[src/verilog/axi_pkg.sv]
package axi_pkg;

  // Master-side ID, master tag and the slave-side ID built from both
  localparam int MID_BITS = 4;
  localparam int TAG_BITS = 4;
  localparam int SID_BITS = 8;

  // B channel response codes
  typedef enum logic [1:0] {
    OKAY   = 2'b00,
    EXOKAY = 2'b01,
    SLVERR = 2'b10,
    DECERR = 2'b11
  } bresp_e;

  // Slave-side ID as laid out by the AW path
  // mid is the original master ID, tag names the master
  typedef struct packed {
    logic [MID_BITS-1:0] mid;
    logic [TAG_BITS-1:0] tag;
  } sid_fields_t;

  // One ID word, seen raw or split
  typedef union packed {
    logic [SID_BITS-1:0] raw;
    sid_fields_t         fields;
  } sid_u;

  // Slave-side B channel, 11 bits
  typedef struct packed {
    sid_u   id;
    bresp_e resp;
    logic   valid;
  } b_slv_t;

  // Master-side B channel, 7 bits
  typedef struct packed {
    logic [MID_BITS-1:0] id;
    bresp_e              resp;
    logic                valid;
  } b_mst_t;

endpackage

[src/verilog/xbar_pkg.sv]
package xbar_pkg;

  // Arbiter lock, idle or one state per slave
  typedef enum logic [1:0] {
    LOCK_NO = 2'd0,
    LOCK_S0 = 2'd1,
    LOCK_S1 = 2'd2,
    LOCK_S2 = 2'd3
  } lock_e;

  // Response destination
  typedef enum logic [1:0] {
    MASTER_0 = 2'd0,
    MASTER_1 = 2'd1,
    MASTER_U = 2'd2
  } master_e;

  // Tags handed out on the write-address path
  localparam logic [axi_pkg::TAG_BITS-1:0] TAG_M0 = 0;
  localparam logic [axi_pkg::TAG_BITS-1:0] TAG_M1 = 1;

  // Any tag the AW path never issued goes nowhere
  function automatic master_e decode_master(
    input logic [axi_pkg::TAG_BITS-1:0] tag
  );
    master_e dst;
    case (tag)
      TAG_M0: begin
        dst = MASTER_0;
      end
      TAG_M1: begin
        dst = MASTER_1;
      end
      default: begin
        dst = MASTER_U;
      end
    endcase
    return dst;
  endfunction

endpackage
[src/verilog/b_channel_xbar.sv]
`timescale 1ns/1ps

module b_channel_xbar (
  input  logic            clk,
  input  logic            rstn,
  // Slave ports
  input  axi_pkg::b_slv_t s0_b,
  input  axi_pkg::b_slv_t s1_b,
  input  axi_pkg::b_slv_t s2_b,
  output logic            s0_bready,
  output logic            s1_bready,
  output logic            s2_bready,
  // Master ports
  output axi_pkg::b_mst_t m0_b,
  output axi_pkg::b_mst_t m1_b,
  input  logic            m0_bready,
  input  logic            m1_bready
);

  import axi_pkg::*;

  // Locked response between arbiter and router
  b_slv_t arb_b;
  logic   arb_bready;

  b_resp_arbiter arb0 (
    .clk        (clk),
    .rstn       (rstn),
    .s0_b       (s0_b),
    .s1_b       (s1_b),
    .s2_b       (s2_b),
    .s0_bready  (s0_bready),
    .s1_bready  (s1_bready),
    .s2_bready  (s2_bready),
    .arb_b      (arb_b),
    .arb_bready (arb_bready)
  );

  b_resp_router rtr0 (
    .arb_b      (arb_b),
    .arb_bready (arb_bready),
    .m0_b       (m0_b),
    .m1_b       (m1_b),
    .m0_bready  (m0_bready),
    .m1_bready  (m1_bready)
  );

endmodule

[src/verilog/b_resp_arbiter.sv]
`timescale 1ns/1ps

module b_resp_arbiter (
  input  logic            clk,
  input  logic            rstn,
  // Slave B channels
  input  axi_pkg::b_slv_t s0_b,
  input  axi_pkg::b_slv_t s1_b,
  input  axi_pkg::b_slv_t s2_b,
  output logic            s0_bready,
  output logic            s1_bready,
  output logic            s2_bready,
  // Towards the router
  output axi_pkg::b_slv_t arb_b,
  input  logic            arb_bready
);

  import axi_pkg::*;
  import xbar_pkg::*;

  lock_e  lock_q;
  lock_e  lock_d;
  logic   lock_enter;
  sid_u   sel_id;
  bresp_e sel_resp;
  sid_u   id_q;
  bresp_e resp_q;

  // Lock state
  always_ff @(posedge clk or negedge rstn) begin
    if (!rstn) begin
      lock_q <= LOCK_NO;
    end else begin
      lock_q <= lock_d;
    end
  end

  // Fixed priority S0, S1, S2 when idle
  // A lock is held until the downstream side takes the response
  always_comb begin
    lock_d = lock_q;
    unique case (lock_q)
      LOCK_NO: begin
        if (s0_b.valid) begin
          lock_d = LOCK_S0;
        end else if (s1_b.valid) begin
          lock_d = LOCK_S1;
        end else if (s2_b.valid) begin
          lock_d = LOCK_S2;
        end
      end
      LOCK_S0, LOCK_S1, LOCK_S2: begin
        // Always back through idle, so one response per two cycles at most
        if (arb_bready) begin
          lock_d = LOCK_NO;
        end
      end
    endcase
  end

  assign lock_enter = (lock_q == LOCK_NO) && (lock_d != LOCK_NO);

  // Winning slave's ID and response
  always_comb begin
    sel_id.raw = '0;
    sel_resp   = OKAY;
    unique case (lock_d)
      LOCK_S0: begin
        sel_id   = s0_b.id;
        sel_resp = s0_b.resp;
      end
      LOCK_S1: begin
        sel_id   = s1_b.id;
        sel_resp = s1_b.resp;
      end
      LOCK_S2: begin
        sel_id   = s2_b.id;
        sel_resp = s2_b.resp;
      end
      LOCK_NO: begin
      end
    endcase
  end

  // Captured once on lock entry, held through any stall
  always_ff @(posedge clk or negedge rstn) begin
    if (!rstn) begin
      id_q.raw <= '0;
      resp_q   <= OKAY;
    end else if (lock_enter) begin
      id_q.raw <= sel_id.raw;
      resp_q   <= sel_resp;
    end
  end

  assign arb_b.id    = id_q;
  assign arb_b.resp  = resp_q;
  assign arb_b.valid = (lock_q != LOCK_NO);

  // Only the locked slave sees the downstream ready
  always_comb begin
    s0_bready = 1'b0;
    s1_bready = 1'b0;
    s2_bready = 1'b0;
    unique case (lock_q)
      LOCK_S0: begin
        s0_bready = arb_bready;
      end
      LOCK_S1: begin
        s1_bready = arb_bready;
      end
      LOCK_S2: begin
        s2_bready = arb_bready;
      end
      LOCK_NO: begin
      end
    endcase
  end

endmodule

[src/verilog/b_resp_router.sv]
`timescale 1ns/1ps

module b_resp_router (
  // From the arbiter
  input  axi_pkg::b_slv_t arb_b,
  output logic            arb_bready,
  // Master B channels
  output axi_pkg::b_mst_t m0_b,
  output axi_pkg::b_mst_t m1_b,
  input  logic            m0_bready,
  input  logic            m1_bready
);

  import axi_pkg::*;
  import xbar_pkg::*;

  sid_fields_t fields;
  master_e     dst;
  b_mst_t      mst_b;

  // Low nibble picks the master, high nibble is that master's own ID
  assign fields = arb_b.id.fields;
  assign dst    = decode_master(fields.tag);

  // Response as the master sees it, tag stripped
  assign mst_b.id    = fields.mid;
  assign mst_b.resp  = arb_b.resp;
  assign mst_b.valid = arb_b.valid;

  always_comb begin
    m0_b       = '0;
    m1_b       = '0;
    arb_bready = 1'b0;
    unique case (dst)
      MASTER_0: begin
        m0_b       = mst_b;
        arb_bready = m0_bready;
      end
      MASTER_1: begin
        m1_b       = mst_b;
        arb_bready = m1_bready;
      end
      MASTER_U: begin
        // Stray tag, accept and drop so the slave is not stuck
        arb_bready = 1'b1;
      end
    endcase
  end

endmodule

[config.mk]
export PLATFORM = sky130hd
export DESIGN_NAME = b_channel_xbar
export DESIGN_NICKNAME = d
export VERILOG_FILES = /design/src/verilog/axi_pkg.sv /design/src/verilog/xbar_pkg.sv /design/src/verilog/b_channel_xbar.sv /design/src/verilog/b_resp_arbiter.sv /design/src/verilog/b_resp_router.sv
export SDC_FILE = /design/constraint.sdc
export NUM_CORES = 1
export LEC_CHECK = 0
export ABC_AREA = 1
export BUFFER_PORTS_ARGS = -buffer_cell sky130_fd_sc_hd__buf_2
export CAP_MARGIN = 20
export CORE_MARGIN = 1.5
export CORE_UTILIZATION = 38
export DETAILED_ROUTE_END_ITERATION = 8
export PLACE_DENSITY_LB_ADDON = 0.25
export SETUP_SLACK_MARGIN = 0.15
export SYNTH_ARGS = -nofsm -noshare
export SYNTH_HDL_FRONTEND = slang
export SYNTH_SLANG_ARGS = --single-unit
[constraint.sdc]
create_clock -name clk -period 1.4 [get_ports clk]
set_clock_uncertainty 0.2 [all_clocks]
set_input_delay 0.28 -clock clk [delete_from_list [all_inputs] [get_ports clk]]
set_output_delay 0.28 -clock clk [all_outputs]
set_load 0.01 [all_outputs]
* After elaboration in Yosys (flattened, before gate mapping)
Cells that the tools add are included.
** Storage, ports and cells
- Word-level logic and storage cells :: 33
- Register bits after elaboration :: 12
- Output and inout bits :: 17
** Cells by class
- Equality and inequality tests :: 9
- Mux-type cells :: 14
- Reductions and logical operators :: 7
** Operators by type and width (number)
- case mux 8 bit (3 select lines) :: 1
- 2-to-1 mux 7 bit :: 2
- == test 2 bit (second input constant) :: 5
- 2-to-1 mux 2 bit :: 4
- case mux 2 bit (2 select lines) :: 2
- == test 2 x 1 -> 1 bit (second input constant) :: 3
- case mux 2 bit (3 select lines) :: 1
- == test 4 x 1 -> 1 bit (second input constant) :: 1
- logical NOT 2 bit :: 2
- logical NOT 4 bit :: 1
- nonzero test 2 bit :: 2
- 2-to-1 mux 1 bit :: 3
- case mux 1 bit (3 select lines) :: 1
- OR reduction 3 bit :: 1
- logical AND 1 bit :: 1

* Logic depth before layout (Yosys ltp)
- Word-level depth :: 8
- Gate-level depth with buffers :: 10
- Gate-level depth less buffers :: 10

* Modules after synthesis
A second synthesis with hierarchy kept.
** Second synthesis, totals
- Cells, all modules :: 150
- Area, all modules :: 969.7 um2
** Modules (own cells, without submodules)
- b_resp_arbiter :: cells an instance 117, area an instance 825.8 um2, instances 1, sequential area each 300.3 um2
- b_resp_router :: cells an instance 33, area an instance 143.9 um2, instances 1, sequential area each 0.0 um2

* Worst setup path after synthesis
Ideal clock, no wire load.
- Path type :: flip-flop to flip-flop
- Start :: register arb0.lock_q[0]
- End :: register arb0.id_q[0] in the netlist's numbering
- Path buffers :: 1
- Path slack :: -0.067 ns
- Data required time :: 1.083 ns
- Arrival time :: 1.151 ns
- Cell stages (with the launch flop) :: 8
- Library setup time :: 0.117 ns
- Cell sequence :: dfrtp_1 > nor2_2 > o211ai_2 > nand2_4 > o21ai_2 > buf_6 > nand2_1 > nand2_1
** On the way
- Word-level cells in the longest chain between the ends :: 6
- Elaborated cells on any way between the ends :: 16
** Ends and longest elaborated chain
- start: declaration :: RTL line b_resp_arbiter.sv:21 : lock_e lock_q;
- start signal: assignment :: RTL line b_resp_arbiter.sv:34 : lock_q <= lock_d;
- 2-to-1 mux 2 bit :: RTL line b_resp_arbiter.sv:48 : end else if (s2_b.valid) begin
- 2-to-1 mux 2 bit :: RTL line b_resp_arbiter.sv:46 : end else if (s1_b.valid) begin
- 2-to-1 mux 2 bit :: RTL line b_resp_arbiter.sv:44 : if (s0_b.valid) begin
- case mux 2 bit (2 select lines) :: RTL line b_resp_arbiter.sv:42 : unique case (lock_q)
- == test 2 bit (tied with other cells) :: RTL line b_resp_arbiter.sv:67 : unique case (lock_d)
- case mux 8 bit (3 select lines) or logical AND 1 bit (tied branches) :: RTL line b_resp_arbiter.sv:67, b_resp_arbiter.sv:61
- end: declaration :: RTL line b_resp_arbiter.sv:26 : sid_u id_q;
Parallel ways exist; a longest one is shown, timed or not.
A chain may end at the register's enable or synchronous reset.

==> impl_results.md <==
* Reg2Reg Depth at 10
* Root buf cell: clkbuf_4
* Clock transition at path regs at 0.07 ns
* Final hold viol count at 0
* Leakage Power at 0.823 nW
* DR WL/cell at around 11 um
* Fin crit period at between 1.5 and 2 ns
* Cells after DPL at approximately 230
* Number of nets in the layout at 252
* # rows at 17
* Top-area cell type share of the netlist area at 0.330
* Mux cell area share after synthesis at 0
* Unique masters post-synth at 14
* Sequential area share after synthesis at 0.330
* Simple-gate share of the synthesized area at 0.509
* Compound-Gate Fraction of Synth Area at 0.0289
* Max FO, Critical Path at 7
* Syn_area_per_cell at about 6.4 um^2
* Global-route wire length before repair at around 4400 um
* Status: finished, violations left
* Total power draw at 3.01 mW
* Worst slew pin tran at 0.268 ns
* Setup crit end kind: output port
* Initial antenna violation count at 0
* Final HPWL DP at between 1500 and 2000 um
* Cells after synthesis at 142
* Part of the power in the clock network at 0.091
* Worst-path cell chain: inv_2, buf_6, nand3_1, buf_6, nor2_2, buf_2
* Switching power at 1.42 mW
* Die area at roughly 2700 um^2
* Initial DRC count at 20
* Share of cells above drive strength 1 at 0.495
* Gr usage total at 0.218
* Reg2Reg Setup Slack at -0.27 ns
* CTS Buffer Depth at 2
* Syn Nets at ~180
* Final worst slack at -0.399 ns
* Comb power frac at 0.711
* Max Fclk at around 0.56 GHz
* Detailed-route via count at 1184
* Largest net degree at the start of global routing at 15
* Post-Synth XOR/XNOR Area at 0
* Synth Area in Adders at 0
* Overflow left after global routing at 0
* Hold Crit Start: s1_b[9]
* Worst Hold End: arb0.id_q[6]$_DFFE_PN0P_
* Most frequent cell on the critical path: buf_6
* CTS tree: yes
* Hold depth at 5
* P_int at 1.59 mW
* Yosys reg bits at 12
* Number of diodes at 0
* Worst EP required at 0.92 ns
* CTS Buf Count at 3
* Slew headroom at 0.821
* Worst hold slack at between 0.1 and 0.15 ns
* Switch share at 0.473
* Area Overhead vs Synth at 61.6%
* CP startpoint kind: flip-flop
* Starting Density at 0.407
* Worst path arrival time at approximately 1.3 ns
* Hold crit path type: in2reg
* Mapped cell area at 910 um^2
* GP Congestion at ~0.76
* Largest family of logic cells by synthesized area: simple AND/OR/NAND/NOR gates
* # IOs at 54
* Vias per cell at between 4 and 5
* Remaining DRCs at 0
* Crit path max-delay cell type: dfrtp_1
* Violated checks: negative setup slack
* Die width at ~52 um
* Share of power burned in registers at 0.198
* Post-Layout Cell Count at between 200 and 250
* Die Height at 51.9 um
* Worst reg2reg path startpoint: arb0.id_q[3]$_DFFE_PN0P_
* Clock Latency Late Sink at 0.27 ns
* H-tree Lvls at 1
* Max incr delay on CP at 0.39 ns
* Synth area leader: dfrtp_1
* Max Slew Vio Count at 0
* DRT Pass-1 Iters at 6
* Port bufs at 53
* Crit Reg-Reg Endpoint: arb0.id_q[1]$_DFFE_PN0P_
* RSZ-0062 raised after global routing: true
* Synth Warn # at 0
* Post-DRT Antenna Nets at 0
* Top post-synthesis cells by area: dfrtp_1 (33%), nand3_1 (24%), nand2_1 (16%)
* Pre-CTS WS at -0.227 ns
* CP Class: reg2out
* Max-Cap Viols at 0
* Vias in the first global route at about 1100
* Fin crit share at 1.28
* CORE AREA at 2230 um^2
* Clock sink count at 12
* Setup-failing EPs final at 28
* PwrDens at ~2000 nW/um^2
* Routed WL at roughly 2700 um
* Worst vdd rail ir drop at around 1.3 mV
* Layout Utilization at 0.658
## flip-flops by register name (all words and copies together), names as in the netlist
name	cells
arb0.lock_q	2
arb0.id_q	8
arb0.resp_q	2
## what timing repair did
item | 4_1_cts | 5_1_grt
resized for setup | 18 | 8
cloned | 1 | 0
setup endpoints to repair | 27 | 29
setup buffers | 2 | 1
endpoints found under the hold margin | 12 | 0
hold buffers | 1 | 0
pin swaps | 5 | 5
## stage by stage
stage / cell area [um^2] / TNS (ns)
final: 1470 / -8.55
after global routing: 1470 / -11.03
after CTS: 1440 / -8.32
after detailed placement: 1310 / -3.25
after global placement: 1310 / -2.12
after floorplan: 937 / -0.348
## final cells by class
cell class                      instances  area [um^2]
Sequential cell                        12          300
Timing Repair Buffer                   73          465
Fill cell                             209          763
Inverter                               17         68.8
Clock buffer                            4         36.3
Multi-Input combinational cell        108          564
Tap cell                               28         35.0
## worst max path at each step
stage / startpoint / to / slack, ns / cells past startpoint
floorplan: arb0.id_q[1]$_DFFE_PN0P_ / arb0.id_q[0]$_DFFE_PN0P_ / -0.03 / 10
global placement: arb0.id_q[3]$_DFFE_PN0P_ / arb0.id_q[7]$_DFFE_PN0P_ / -0.14 / 10
detailed placement: arb0.id_q[3]$_DFFE_PN0P_ / arb0.resp_q[0]$_DFFE_PN0P_ / -0.23 / 10
CTS: arb0.id_q[2]$_DFFE_PN0P_ / m1_b[4] / -0.38 / 5
global route: arb0.id_q[2]$_DFFE_PN0P_ / m1_b[1] / -0.48 / 5
finish: arb0.id_q[1]$_DFFE_PN0P_ / m1_b[1] / -0.40 / 6
## placed cells by master, fill, tap and decap left out, types with 3 or more instances in the layout
cell type,count
buf_2,51
nand3_1,42
nand2_1,36
dfrtp_1,12
buf_4,12
nor2_2,11
inv_1,10
buf_6,8
inv_2,5
nor2_1,5
nor2_4,4
clkbuf_4,3
## cell usage after synthesis
| master | count |
|---|---|
| nor3_1 | 1 |
| nor2_2 | 1 |
| inv_1 | 13 |
| buf_6 | 5 |
| nand2_4 | 1 |
| nand2_1 | 38 |
| inv_2 | 4 |
| nor2_1 | 19 |
| nand2_2 | 1 |
| o21ai_1 | 1 |
| o211ai_2 | 1 |
| dfrtp_1 | 12 |
| nand3_1 | 44 |
| o21ai_2 | 1 |
## worst max-delay path: cells and delay by family, from the launching register on
family	cells	cell delay, ns
buffers and inverters	4	0.47
AND/OR/NAND/NOR	2	0.18
flip-flops	1	0.39
## logic make-up after synthesis
group,count (synthesis)
buffers and inverters,22
AOI/OAI and AO/OA,3
DFF,12
and+or+nand+nor,105
## routing by layer
layer	up-vias	share of wire	track usage
met1	529	0.41	0.266
met2	46	0.49	0.376
met3	8	0.060	0.0201
met4	0	0.032	0.114
met5	-	0	0
li1	601	-	-
## power groups by stage
stage | logic, mW | clock network (mW) | registers [mW]
floorplan | 1.24 | 0 | 0.576
global placement | 1.74 | 0 | 0.582
detailed placement | 1.79 | 0 | 0.595
CTS | 2.04 | 0.284 | 0.591
global route | 2.37 | 0.301 | 0.606
finish | 2.14 | 0.274 | 0.596
No activity file was read; power rests on OpenSTA's default activity.
